--- config.mk ---
export PLATFORM = sky130hd
export DESIGN_NAME = sf_top
export DESIGN_NICKNAME = d
export VERILOG_FILES = /design/src/rtl/sf_pkg.sv /design/src/rtl/sf_datapath.sv /design/src/rtl/sf_param_mem.sv /design/src/rtl/sf_sequencer.sv /design/src/rtl/sf_top.sv /design/src/rtl/sf_trace.sv
export SDC_FILE = /design/constraint.sdc
export NUM_CORES = 2
export LEC_CHECK = 0
export ABC_AREA = 1
export BUFFER_PORTS_ARGS = -buffer_cell sky130_fd_sc_hd__buf_2
export CAP_MARGIN = 20
export CORE_UTILIZATION = 59
export DETAILED_ROUTE_END_ITERATION = 10
export GPL_TIMING_DRIVEN = 0
export MAX_ROUTING_LAYER = met4
export PLACE_DENSITY = 0.79
export SYNTH_ARGS = -nofsm -noshare
export SYNTH_HDL_FRONTEND = slang
export SYNTH_HIERARCHICAL = 1
export SYNTH_SLANG_ARGS = --single-unit
--- constraint.sdc ---
create_clock -name clk -period 17.9 [get_ports clk]
set_input_delay 0.895 -clock clk [delete_from_list [all_inputs] [get_ports clk]]
set_output_delay 0.895 -clock clk [all_outputs]
set_load 0.1 [all_outputs]
--- src/rtl/sf_pkg.sv ---
// Shared Q1.17 types; word counts are fixed by the update equations and widths are not tunable
`default_nettype none

package sf_pkg;

        // ----------------------------------------------------------------------
        // Widths
        // ----------------------------------------------------------------------

        // Samples and coefficients in Q1.17
        localparam int SF_PW   = 18;
        // Integrator and trace words carry four bits of headroom
        localparam int SF_TW   = SF_PW + 4;
        localparam int SF_FRAC = SF_PW - 1;
        localparam int SF_CAW  = 2;

        typedef logic signed [SF_PW-1:0] sample_t;
        typedef logic signed [SF_TW-1:0] acc_t;

        // ----------------------------------------------------------------------
        // Coefficient map and fetch sequence
        // ----------------------------------------------------------------------

        typedef enum logic [SF_CAW-1:0] {
                K_P   = 2'd0,
                K_I   = 2'd1,
                K_G   = 2'd2,
                K_OFS = 2'd3
        } coef_idx_e;

        // Names the coefficient present on the memory read data
        typedef enum logic [2:0] {
                IDLE,
                F0,
                F1,
                F2,
                F3
        } fetch_step_e;

        // ----------------------------------------------------------------------
        // Results and trace
        // ----------------------------------------------------------------------

        typedef struct packed {
                sample_t a;
                sample_t b;
                sample_t c;
                sample_t d;
        } sf_out_t;

        // Address width is a module parameter, so it travels on its own port
        typedef struct packed {
                acc_t data;
        } sf_trace_t;

endpackage

`default_nettype wire

--- src/rtl/sf_datapath.sv ---
// Single-stage update on F3; products floor toward minus infinity, every clamp raises sat_hit
`timescale 1ns/10ps
`default_nettype none

module sf_datapath (
        input  wire                    clk,
        input  wire                    rst_n_i,
        input  wire                    ce_i,
        input  wire sf_pkg::fetch_step_e step_i,
        input  wire sf_pkg::sample_t   rd_data_i,
        input  wire sf_pkg::sample_t   meas_i,
        output sf_pkg::sf_out_t        result_o,
        output sf_pkg::acc_t           integ_o,
        output logic                   upd_o,
        output logic                   sat_hit_o
);
        import sf_pkg::*;

        // Wide enough for any product or sum below
        localparam int WW = 2 * SF_PW + 4;
        typedef logic signed [WW-1:0] wide_t;

        sample_t k_p_q, k_i_q, k_g_q;
        wide_t   s_a, s_i, s_c, s_d;
        acc_t    i_n;
        sample_t a_n, b_n, c_n, d_n;
        logic    hit;

        // ----------------------------------------------------------------------
        // Arithmetic helpers
        // ----------------------------------------------------------------------

        function automatic wide_t prod(input sample_t x, input sample_t k);
                wide_t p;
                p = x * k;
                return p >>> SF_FRAC;
        endfunction

        // True when v does not fit in w signed bits
        function automatic logic ovf(input wide_t v, input int w);
                wide_t t;
                t = v >>> (w - 1);
                return (t != '0) && (t != '1);
        endfunction

        function automatic sample_t sat_pw(input wide_t v);
                if (!ovf(v, SF_PW))
                        return v[SF_PW-1:0];
                return v[WW-1] ? {1'b1, {(SF_PW-1){1'b0}}} : {1'b0, {(SF_PW-1){1'b1}}};
        endfunction

        function automatic acc_t sat_tw(input wide_t v);
                if (!ovf(v, SF_TW))
                        return v[SF_TW-1:0];
                return v[WW-1] ? {1'b1, {(SF_TW-1){1'b0}}} : {1'b0, {(SF_TW-1){1'b1}}};
        endfunction

        // ----------------------------------------------------------------------
        // Coefficient capture
        // ----------------------------------------------------------------------

        // K_OFS is used straight off the read data during F3
        always_ff @(posedge clk) begin
                if (ce_i) begin
                        case (step_i)
                                F0: k_p_q <= rd_data_i;
                                F1: k_i_q <= rd_data_i;
                                F2: k_g_q <= rd_data_i;
                                default: ;
                        endcase
                end
        end

        // ----------------------------------------------------------------------
        // Update equations
        // ----------------------------------------------------------------------

        always_comb begin
                s_a = prod(meas_i, k_p_q);
                a_n = sat_pw(s_a);
                s_i = integ_o + prod(meas_i, k_i_q);
                i_n = sat_tw(s_i);
                b_n = sat_pw(i_n);
                s_c = a_n + b_n;
                c_n = sat_pw(s_c);
                s_d = prod(c_n, k_g_q) + rd_data_i;
                d_n = sat_pw(s_d);
                hit = ovf(s_a, SF_PW) | ovf(s_i, SF_TW) | ovf(i_n, SF_PW)
                        | ovf(s_c, SF_PW) | ovf(s_d, SF_PW);
        end

        always_ff @(posedge clk or negedge rst_n_i) begin
                if (!rst_n_i) begin
                        result_o  <= '0;
                        integ_o   <= '0;
                        upd_o     <= 1'b0;
                        sat_hit_o <= 1'b0;
                end else if (ce_i) begin
                        upd_o <= (step_i == F3);
                        if (step_i == F3) begin
                                result_o  <= '{a_n, b_n, c_n, d_n};
                                integ_o   <= i_n;
                                sat_hit_o <= hit;
                        end
                end
        end

endmodule

`default_nettype wire

--- src/rtl/sf_param_mem.sv ---
// Four-entry coefficient store; read data lags the address by one ce cycle, read-during-write gives old data
`timescale 1ns/10ps
`default_nettype none

module sf_param_mem (
        input  wire                      clk,
        input  wire                      rst_n_i,
        input  wire                      ce_i,
        input  wire                      h_write_i,
        input  wire [sf_pkg::SF_CAW-1:0] h_addr_i,
        input  wire sf_pkg::sample_t     h_data_i,
        input  wire sf_pkg::coef_idx_e   rd_addr_i,
        output sf_pkg::sample_t          rd_data_o
);
        import sf_pkg::*;

        sample_t mem_q [2**SF_CAW];

        // Host port
        always_ff @(posedge clk) begin
                if (ce_i && h_write_i)
                        mem_q[h_addr_i] <= h_data_i;
        end

        // Sequencer port, registered
        always_ff @(posedge clk) begin
                if (ce_i)
                        rd_data_o <= mem_q[rd_addr_i];
        end

        // ----------------------------------------------------------------------
        // Checks
        // ----------------------------------------------------------------------

        // The sequencer must present a clean address on every enabled cycle
        a_rd_addr_known: assert property (
                @(posedge clk) disable iff (!rst_n_i)
                ce_i |-> !$isunknown(rd_addr_i)
        );

endmodule

`default_nettype wire

--- src/rtl/sf_sequencer.sv ---
// Triggers while busy are dropped; busy holds until the trace block reports its last word
`timescale 1ns/10ps
`default_nettype none

module sf_sequencer (
        input  wire                    clk,
        input  wire                    rst_n_i,
        input  wire                    ce_i,
        input  wire                    trigger_i,
        input  wire sf_pkg::sample_t   meas_i,
        output sf_pkg::coef_idx_e      rd_addr_o,
        output sf_pkg::fetch_step_e    step_o,
        output sf_pkg::sample_t        meas_o,
        output logic                   busy_o,
        input  wire                    trace_done_i
);
        import sf_pkg::*;

        typedef enum logic [1:0] {
                S_IDLE,
                S_FETCH,
                S_WAIT
        } state_e;

        state_e state_q;

        assign busy_o = (state_q != S_IDLE);

        // ----------------------------------------------------------------------
        // FSM
        // ----------------------------------------------------------------------

        always_ff @(posedge clk or negedge rst_n_i) begin
                if (!rst_n_i) begin
                        state_q   <= S_IDLE;
                        rd_addr_o <= K_P;
                        step_o    <= IDLE;
                end else if (ce_i) begin
                        step_o <= IDLE;
                        case (state_q)
                                S_IDLE: begin
                                        if (trigger_i)
                                                state_q <= S_FETCH;
                                end
                                S_FETCH: begin
                                        // Step trails the address so it lines up with read data
                                        step_o    <= fetch_step_e'(3'(rd_addr_o) + 3'd1);
                                        rd_addr_o <= coef_idx_e'(rd_addr_o + 1'b1);
                                        if (rd_addr_o == K_OFS)
                                                state_q <= S_WAIT;
                                end
                                S_WAIT: begin
                                        if (trace_done_i)
                                                state_q <= S_IDLE;
                                end
                                default: state_q <= S_IDLE;
                        endcase
                end
        end

        // Sample is held for the whole update and trace
        always_ff @(posedge clk) begin
                if (ce_i && state_q == S_IDLE && trigger_i)
                        meas_o <= meas_i;
        end

        // ----------------------------------------------------------------------
        // Checks
        // ----------------------------------------------------------------------

        a_step_busy: assert property (
                @(posedge clk) disable iff (!rst_n_i)
                !$stable(step_o) |-> busy_o
        );

endmodule

`default_nettype wire

--- src/rtl/sf_top.sv ---
// Host writes coefficients while idle; result_o holds the last update until the next trigger completes
`timescale 1ns/10ps
`default_nettype none

module sf_top #(
        parameter int trace_aw = 7,
        parameter int sat_w    = 7
) (
        input  wire                      clk,
        input  wire                      rst_n_i,
        input  wire                      ce_i,
        input  wire sf_pkg::sample_t     meas_i,
        input  wire                      trigger_i,
        input  wire                      h_write_i,
        input  wire [sf_pkg::SF_CAW-1:0] h_addr_i,
        input  wire sf_pkg::sample_t     h_data_i,
        output sf_pkg::sf_out_t          result_o,
        output logic                     busy_o,
        output sf_pkg::sf_trace_t        trace_o,
        output logic [trace_aw-1:0]      trace_addr_o,
        output logic                     trace_strobe_o,
        output logic [sat_w-1:0]         sat_count_o
);
        import sf_pkg::*;

        coef_idx_e   rd_addr;
        sample_t     rd_data;
        sample_t     meas_q;
        fetch_step_e step;
        acc_t        integ;
        logic        upd;
        logic        sat_hit;
        logic        trace_done;

        // Coefficient store
        sf_param_mem u_mem (
                .clk       (clk),
                .rst_n_i   (rst_n_i),
                .ce_i      (ce_i),
                .h_write_i (h_write_i),
                .h_addr_i  (h_addr_i),
                .h_data_i  (h_data_i),
                .rd_addr_i (rd_addr),
                .rd_data_o (rd_data)
        );

        sf_sequencer u_seq (
                .clk          (clk),
                .rst_n_i      (rst_n_i),
                .ce_i         (ce_i),
                .trigger_i    (trigger_i),
                .meas_i       (meas_i),
                .rd_addr_o    (rd_addr),
                .step_o       (step),
                .meas_o       (meas_q),
                .busy_o       (busy_o),
                .trace_done_i (trace_done)
        );

        sf_datapath u_dp (
                .clk       (clk),
                .rst_n_i   (rst_n_i),
                .ce_i      (ce_i),
                .step_i    (step),
                .rd_data_i (rd_data),
                .meas_i    (meas_q),
                .result_o  (result_o),
                .integ_o   (integ),
                .upd_o     (upd),
                .sat_hit_o (sat_hit)
        );

        // Trace port and saturation counter
        sf_trace #(
                .trace_aw (trace_aw),
                .sat_w    (sat_w)
        ) u_trace (
                .clk            (clk),
                .rst_n_i        (rst_n_i),
                .ce_i           (ce_i),
                .upd_i          (upd),
                .result_i       (result_o),
                .integ_i        (integ),
                .meas_i         (meas_q),
                .sat_hit_i      (sat_hit),
                .trace_o        (trace_o),
                .trace_addr_o   (trace_addr_o),
                .trace_strobe_o (trace_strobe_o),
                .trace_done_o   (trace_done),
                .sat_count_o    (sat_count_o)
        );

endmodule

`default_nettype wire

--- src/rtl/sf_trace.sv ---
// Six words per update starting the ce cycle after upd; strobe is qualified by ce; counter sticks at max
`timescale 1ns/10ps
`default_nettype none

module sf_trace #(
        parameter int trace_aw = 7,
        parameter int sat_w    = 7
) (
        input  wire                    clk,
        input  wire                    rst_n_i,
        input  wire                    ce_i,
        input  wire                    upd_i,
        input  wire sf_pkg::sf_out_t   result_i,
        input  wire sf_pkg::acc_t      integ_i,
        input  wire sf_pkg::sample_t   meas_i,
        input  wire                    sat_hit_i,
        output sf_pkg::sf_trace_t      trace_o,
        output logic [trace_aw-1:0]    trace_addr_o,
        output logic                   trace_strobe_o,
        output logic                   trace_done_o,
        output logic [sat_w-1:0]       sat_count_o
);
        import sf_pkg::*;

        localparam int NWORDS = 6;

        acc_t       sh_q [NWORDS-1];
        logic [2:0] left_q;
        logic       strobe_q;

        assign trace_strobe_o = strobe_q & ce_i;
        assign trace_done_o   = strobe_q && (left_q == '0);

        // ----------------------------------------------------------------------
        // Word serializer
        // ----------------------------------------------------------------------

        // Order is meas, a, b, c, d, integ
        always_ff @(posedge clk) begin
                if (ce_i) begin
                        if (upd_i) begin
                                trace_o.data <= acc_t'(meas_i);
                                sh_q[0]      <= acc_t'(result_i.a);
                                sh_q[1]      <= acc_t'(result_i.b);
                                sh_q[2]      <= acc_t'(result_i.c);
                                sh_q[3]      <= acc_t'(result_i.d);
                                sh_q[4]      <= integ_i;
                        end else begin
                                trace_o.data <= sh_q[0];
                                for (int i = 0; i < NWORDS - 2; i++)
                                        sh_q[i] <= sh_q[i+1];
                        end
                end
        end

        always_ff @(posedge clk or negedge rst_n_i) begin
                if (!rst_n_i) begin
                        left_q       <= '0;
                        strobe_q     <= 1'b0;
                        trace_addr_o <= '0;
                        sat_count_o  <= '0;
                end else if (ce_i) begin
                        // Address moves past each word once it has been strobed
                        if (strobe_q)
                                trace_addr_o <= trace_addr_o + 1'b1;
                        if (upd_i) begin
                                strobe_q <= 1'b1;
                                left_q   <= 3'(NWORDS - 1);
                        end else begin
                                strobe_q <= (left_q != '0);
                                if (left_q != '0)
                                        left_q <= left_q - 1'b1;
                        end
                        // Saturation events stick at max
                        if (upd_i && sat_hit_i && sat_count_o != '1)
                                sat_count_o <= sat_count_o + 1'b1;
                end
        end

        // ----------------------------------------------------------------------
        // Checks
        // ----------------------------------------------------------------------

        // A new update never lands on a burst still in flight
        a_no_overlap: assert property (
                @(posedge clk) disable iff (!rst_n_i)
                ce_i && upd_i |-> !(strobe_q && left_q != '0)
        );

endmodule

`default_nettype wire

* Yosys cells after proc, flatten, opt, wreduce, memory -nomap -nowiden
Memory sizes are Yosys's and may differ from the RTL's. A register that Yosys moved wholly into a read port is not among the register bits.
Cells that the tools add are included.
** Cells by class
- Bitwise logic cells :: 9
- Shift-type cells :: 0
- Muxes and demuxes :: 31
- $add $sub $neg :: 8
- Equality and inequality tests :: 16
- Divide/modulo/power cells :: 0
- Reductions and logical operators :: 30
- $mul :: 3
- Order comparisons :: 0
** Operators with widths (number)
- 40-bit != test, second input constant :: 5
- 40-bit nonzero test :: 5
- 22-bit 2-to-1 mux :: 7
- 18-bit 2-to-1 mux :: 8
- 18-bit by 18-bit multiplier with 36-bit output :: 3
- 22-bit by 19-bit adder with 23-bit output :: 1
- 19-bit by 18-bit adder with 20-bit output :: 1
- 18-bit by 18-bit adder with 19-bit output :: 1
- 2-bit AND reduction :: 8
- 7-bit by 1-bit adder with 7-bit output, second input constant :: 2
- 1-bit logical AND :: 11
- 1-bit 2-to-1 mux :: 9
- 3-bit 2-to-1 mux :: 3
- 1-bit OR :: 8
- 7-bit != test, second input constant :: 1
- 3-bit by 2-bit equality test with 1-bit output, second input constant :: 2
- 2-bit 2-to-1 mux :: 3
- 2-bit case mux with 3 select lines :: 1
- 2-bit equality test, second input constant :: 2
- 2-bit != test, second input constant :: 2
- 4-bit AND reduction :: 1
- 2-bit nonzero test :: 2
- 2-bit by 1-bit adder with 3-bit output, second input constant :: 1
- 3-bit by 1-bit equality test with 1-bit output, second input constant :: 1
- 9 further kinds :: 9
** Word-level totals
- RAM bits :: 182
- Logic and storage cells :: 118
- ROM bits :: 0
- Bits in registers :: 215
- Memories :: 2
- Input port bits :: 43
- Bits in latches :: 0
** Memories
- u_trace.sh_q :: words 5, bits a word 22, read ports 5, clocked after Yosys merged registers in 0, wr ports 5, line sf_trace.sv:27 : acc_t sh_q [NWORDS-1];
- u_mem.mem_q :: words 4, bits a word 18, read ports 1, clocked after Yosys merged registers in 1, wr ports 1, line sf_param_mem.sv:17 : sample_t mem_q [2**SF_CAW];

* Depth between registers and ports, before layout
- Depth in word-level cells :: 17
- Mapped depth :: 105
- Gate-level depth less buffers :: 101

* Cells and area by module
Netlist, hierarchy kept.
** Modules (own cells, without submodules)
- sf_datapath :: cells an instance 5673, instances 1, area each 45597.5 µm², sequential area each 4023.9 µm²
- sf_trace :: cells an instance 435, instances 1, area each 6195.9 µm², sequential area each 4414.2 µm²
- sf_param_mem :: cells an instance 307, instances 1, area each 3626.0 µm², sequential area each 2702.6 µm²
- sf_sequencer :: cells an instance 56, instances 1, area each 859.6 µm², sequential area each 715.7 µm²

* Worst setup path before layout
No wires, ideal clock.
- Path kind :: reg2reg
- Start point :: reg u_seq.meas_o[17]
- End point :: reg u_dp/result_o[10] (netlist name)
- Cell stages (with the launch flop) :: 94
- Slack :: 0.822 ns
- Library setup time :: 0.123 ns
- Buffers on the path :: 7
- Arrival time :: 16.955 ns
- Period minus slack after synthesis :: 17.078 ns
- Cell sequence :: edfxtp_1 > clkbuf_1 > clkbuf_1 > nand2_1 > fa_1 > inv_1 > fa_1 > inv_1 > fa_1 > inv_1 > fa_1 > fa_1 > inv_1 > fa_1 > inv_1 > ha_1 > nand2_1 > nor3_1 > [... 58 more ...] > a31oi_1 > nand2_1 > nand2_1 > nand2_1 > nand2_1 > nand2_1 > ha_1 > nand2_1 > inv_1 > nand3_1 > nor3_1 > nand4_1 > nand3_1 > xor2_1 > nand2_1 > a21oi_2 > buf_4 > a21oi_1
** On the way
- Longest elaborated chain between the ends :: 17
** Ends and longest elaborated chain
- start: declaration :: line sf_sequencer.sv:13 : output sf_pkg::sample_t meas_o,
- start signal: assignment :: line sf_sequencer.sv:64 : meas_o <= meas_i;
- 18-bit by 18-bit multiplier with 36-bit output (*) :: line sf_datapath.sv:35 : p = x * k;
- 22-bit by 19-bit adder with 23-bit output (*) :: line sf_datapath.sv:81 : s_i = integ_o + prod(meas_i, k_i_q);
- 40-bit != test or 40-bit nonzero test (tied branches) :: line sf_datapath.sv:43 : return (t != '0) && (t != '1);
- 1-bit logical AND :: line sf_datapath.sv:43
- 22-bit 2-to-1 mux (*) :: line sf_datapath.sv:55 : return v[WW-1] ? {1'b1, {(SF_TW-1){1'b0}}} : {1'b0, {(SF_TW-1){1'b1}}};
- 40-bit != test or 40-bit nonzero test (tied branches) :: line sf_datapath.sv:43
- 1-bit logical AND :: line sf_datapath.sv:43
- 18-bit 2-to-1 mux (*) :: line sf_datapath.sv:49 : return v[WW-1] ? {1'b1, {(SF_PW-1){1'b0}}} : {1'b0, {(SF_PW-1){1'b1}}};
- named net u_dp.b_n[10] :: line sf_datapath.sv:26 : sample_t a_n, b_n, c_n, d_n;
- [... 1 more ...]
- 40-bit != test or 40-bit nonzero test (tied branches) :: line sf_datapath.sv:43
- 1-bit logical AND :: line sf_datapath.sv:43
- 18-bit 2-to-1 mux (*) :: line sf_datapath.sv:49
- 18-bit by 18-bit multiplier with 36-bit output (*) :: line sf_datapath.sv:35
- 19-bit by 18-bit adder with 20-bit output (*) :: line sf_datapath.sv:86 : s_d = prod(c_n, k_g_q) + rd_data_i;
- 40-bit != test or 40-bit nonzero test (tied branches) :: line sf_datapath.sv:43
- 1-bit logical AND :: line sf_datapath.sv:43
- 18-bit 2-to-1 mux (*) :: line sf_datapath.sv:49
The timed path passes the listed nets; every way through them passes the cells marked *.
A chain may end at the register's enable or synchronous reset.

* Worst setup path in the final report
- Start point :: reg u_seq.meas_o[13]
- End point :: reg u_dp.sat_hit_o
** On the way
- Longest elaborated chain between the ends :: 17
** Ends and longest elaborated chain
- 18-bit by 18-bit multiplier with 36-bit output (*) :: line sf_datapath.sv:35
- 22-bit by 19-bit adder with 23-bit output (*) :: line sf_datapath.sv:81
- 40-bit != test or 40-bit nonzero test (tied branches) :: line sf_datapath.sv:43
- 1-bit logical AND :: line sf_datapath.sv:43
- 22-bit 2-to-1 mux (*) :: line sf_datapath.sv:55
- 40-bit != test or 40-bit nonzero test (tied branches) :: line sf_datapath.sv:43
- 1-bit logical AND :: line sf_datapath.sv:43
- 18-bit 2-to-1 mux (*) :: line sf_datapath.sv:49
- named net u_dp.b_n[17] :: line sf_datapath.sv:26
- [... 1 more ...]
- 40-bit != test or 40-bit nonzero test (tied branches) :: line sf_datapath.sv:43
- 1-bit logical AND :: line sf_datapath.sv:43
- 18-bit 2-to-1 mux :: line sf_datapath.sv:49
- 18-bit by 18-bit multiplier with 36-bit output :: line sf_datapath.sv:35
- 19-bit by 18-bit adder with 20-bit output :: line sf_datapath.sv:86
- 40-bit != test or 40-bit nonzero test (tied branches) :: line sf_datapath.sv:43
- 1-bit logical AND :: line sf_datapath.sv:43
- 1-bit OR (*) :: line sf_datapath.sv:89 : | ovf(s_c, SF_PW) | ovf(s_d, SF_PW);
- end signal: assignment :: line sf_datapath.sv:103 : sat_hit_o <= hit;
- end: declaration :: line sf_datapath.sv:15 : output logic sat_hit_o
Marked as above.

==> qor.csv <==
stage;metric;value;unit
run_status;status;finished with violations;
run_status;violated checks;negative setup slack;
sta;Fmax;0.0556;GHz
critical_path;crit path max fanout;10;
cts;# hold bufs at CTS;0;
critical_path;Largest stage delay, worst path;0.59;ns
synth;Mapped Area;0.0563;sq mm
cts;clk slew on worst S/H paths;0.06;ns
critical_path;Worst Path Buf+Inv;24;
floorplan;I/O pin count;153;
sta;measured slew at the worst slew-check pin;1.14;ns
synth;Synth Register Bits;415;
floorplan;area of the core;0.0939;sq mm
critical_path;CP Capture Type;register;
cts;clock buffer depth;3;
detailed_routing;met3 wire len;20900;microns
placed_design;Placed Cells;7890;
run;max cap viols;0;
cts;clock root cell;clkbuf_16;
critical_path;critical path class;register to register;
detailed_routing;Top Layer Used;met4;
global_routing;all-layer global routing usage;41.3;%
cts;Sink Count;415;
sta;final hold violations;0;
finish;# fillers;7254;
critical_path;Reg2Reg Depth;87;
floorplan;starting density of the core;59.9;%
cts;CTS tree;built;
placed_design;placed cell areas;0.0588;sq mm
critical_path;Top delay family on crit path;adder cells;
detailed_routing;Via Count;46041;
critical_path;WP data arrival;18.51;ns
detailed_routing;total wire length;193000;microns
synth;EDFF count, synth;294;
detailed_routing;First-pass DRT Iterations;6;
synth;Yosys top cell area share;35.1;%
finish;nets@finish;8227;
sta;Worst Skew;0.0491;ns
detailed_routing;met1 wire length;68300;microns
global_routing;vias in the first global route;47407;
placed_design;Post-Place Setup Slack;-4.38;ns
cts;CTS buffer count;46;
detailed_routing;WL per Instance;23.6;microns
critical_path;CP max stage cell;fa_1;
finish;Layout area overhead;16.4;%
synth;Seq/Total Area, Yosys;21.1;%
critical_path;worst path required time;18.43;ns
finish;final instance area;0.0655;sq mm
hold_path;Hold Path Class;input pin to async pin;
sta;Final Max Tran Viols;0;
critical_path;CP Capture Point;u_dp/sat_hit_o$_DFFE_PN0P_;
detailed_routing;vias per inst;5.64;
detailed_routing;DRC;0;
placed_design;GPL Wtd Cong;1.06;
finish;commonest non-fill, non-tap cell in the layout;inv_1;
global_routing;grt total ovfl;0;
floorplan;die height;311;microns
floorplan;DIE AREA;0.0966;sq mm
synth;Yosys warnings;6;
finish;Layout Cells excl Fill;8161;
global_routing;initial antenna violation count;14;
sta;WHS;0.158;ns
global_routing;first-pass GRT wire length;286000;microns
placed_design;DP HPWL;152000;microns
critical_path;reg-to-reg setup timing slack;-0.07;ns
synth;Yosys cell types;58;
critical_path;crit start category;register;
synth;synth top area cells;fa_1 35%, edfxtp_1 16%, inv_1 11%;
finish;share of layout cells above drive strength 1;16.9;%
critical_path;CP Depth;87;
cts;H-tree levels;2;
cts;clock latency reported for the late side of the worst-skew pair;0.65;ns
detailed_routing;met2 routed WL;88600;microns
synth;syn avg cell area;8.70;sq um
finish;most frequent cells in the layout;1595 x inv_1, 1462 x nand2_1, 969 x fa_1, 306 x nor2_1, 294 x edfxtp_1;
detailed_routing;initial drt markers;4654;
sta;final setup margin;-0.0748;ns
sta;final worst-path cycle share;100;%
placed_design;IO buf count;152;
sta;count of final setup violators;18;
floorplan;Die W;311;microns
synth;post-synthesis cell count;6471;
sta;min cycle time layout;17.97;ns
synth;syn_nets;7839;
floorplan;Rows;112;
critical_path;RR Endpoint;u_dp/sat_hit_o$_DFFE_PN0P_;
detailed_routing;antenna viol nets, final;0;
synth;Primary FF master, synth;edfxtp_1;
synth;fraction of registers with async set/reset;29.2;%
critical_path;r2r startpoint;u_seq/meas_o[13]$_DFFE_PP_;
critical_path;critical path startpoint;u_seq/meas_o[13]$_DFFE_PP_;
sta;RSZ-0062 raised after global routing;yes;
global_routing;largest net degree at the start of global routing;94;
synth;Synth area leader;fa_1;
sta;relative slew slack;23.0;%
## state kept, by name (all words and copies together), names as in the netlist
signal                cells
u_dp/sat_hit_o            1
u_trace/sh_q            110
u_trace/sat_count_o       7
u_dp/k_g_q               18
u_dp/upd_o                1
u_trace/left_q            3
u_seq/step_o              3
u_dp/result_o            72
u_trace/trace_o          22
u_seq/state_q             2
u_trace/strobe_q          1
u_seq/meas_o             18
u_seq/rd_addr_o           2
u_dp/integ_o             22
u_mem/mem_q              72
u_dp/k_i_q               18
u_trace/trace_addr_o      7
u_mem/rd_data_o          18
u_dp/k_p_q               18
## worst min path at each step
stage | endpoint | from | depth (start not counted) | slack (ns)
after detailed placement | u_trace/sat_count_o[6]$_DFFE_PN0P_ | u_trace/sat_count_o[6]$_DFFE_PN0P_ | 2 | 0.47
final | u_trace/left_q[1]$_DFFE_PN0P_ | rst_n_i | 1 | 0.16
after global placement | u_trace/sat_count_o[6]$_DFFE_PN0P_ | u_trace/sat_count_o[6]$_DFFE_PN0P_ | 2 | 0.46
after global routing | u_trace/left_q[1]$_DFFE_PN0P_ | rst_n_i | 1 | 0.17
after floorplan | u_trace/left_q[2]$_DFFE_PN0P_ | u_trace/left_q[2]$_DFFE_PN0P_ | 2 | 0.45
after CTS | u_trace/left_q[1]$_DFFE_PN0P_ | rst_n_i | 1 | 0.14
## layer usage
| layer | up-vias | GRT usage, % |
|---|---|---|
| li1 | 19997 | - |
| met1 | 22902 | 48.7 |
| met2 | 2525 | 63.6 |
| met3 | 617 | 10.4 |
| met4 | 0 | 25.3 |
| met5 | - | - |
## Yosys cell counts, types with 11 or more instances
master,instances
nor2_1,349
dfrtp_1,121
ha_1,337
nand4_1,24
a31oi_1,30
xnor2_1,44
a21oi_1,203
mux2_2,63
or2_2,21
edfxtp_1,294
o21ai_0,156
nand2_1,1529
inv_1,1644
buf_4,12
o21a_1,11
buf_1,14
clkbuf_1,183
xor2_1,61
clkinv_1,14
nand3_1,168
o21bai_1,13
fa_1,988
buf_6,16
a21oi_2,13
nor3_1,28
nand2_2,19
a21o_1,12
## timing repair
item                       CTS  global route
pin swaps                   61           169
buffers inserted           133            78
gates cloned                 3             6
resized for setup          428           456
setup endpoints to repair   19            19
## area by class of cell
type | count | area [sq um] | share of cell area, %
Tap cell | 1254 | 1570 | 2.39
Timing Repair Buffer | 383 | 2890 | 4.41
Clock inverter | 27 | 274 | 0.418
Antenna cell | 11 | 27.5 | 0.0420
Buffer | 191 | 1520 | 2.31
Sequential cell | 415 | 11900 | 18.1
Multi-Input combinational cell | 4153 | 39700 | 60.6
Inverter | 1669 | 6420 | 9.80
Clock buffer | 58 | 1260 | 1.92
## per-stage QoR
step | util [%] | TNS (ns)
2_1_floorplan | - | 0
5_1_grt | 69.8 | -11.30
6_report | 69.8 | -0.618
3_3_place_gp | 62.4 | -82.00
4_1_cts | 67.1 | 0
3_5_place_dp | 62.7 | -81.16
## cells by family (layout without fill, tap and decap cells)
family / Yosys count / in the layout / share of synthesized area, %
AO/OA/AOI/OAI: 481 / 482 / 4.81
XOR/XNOR: 106 / 106 / 1.66
adder cells (fa/ha/maj): 1325 / 1325 / 42.6
buffers and inverters: 1905 / 2328 / 13.0
flip-flops: 415 / 415 / 21.1
multiplexers: 68 / 68 / 1.36
other: 0 / 11 / 0
AND/OR/NAND/NOR: 2171 / 2172 / 15.4
Power is not shown: default switching activity piles up to over one toggle a cycle in this logic, so the estimate is an artifact.
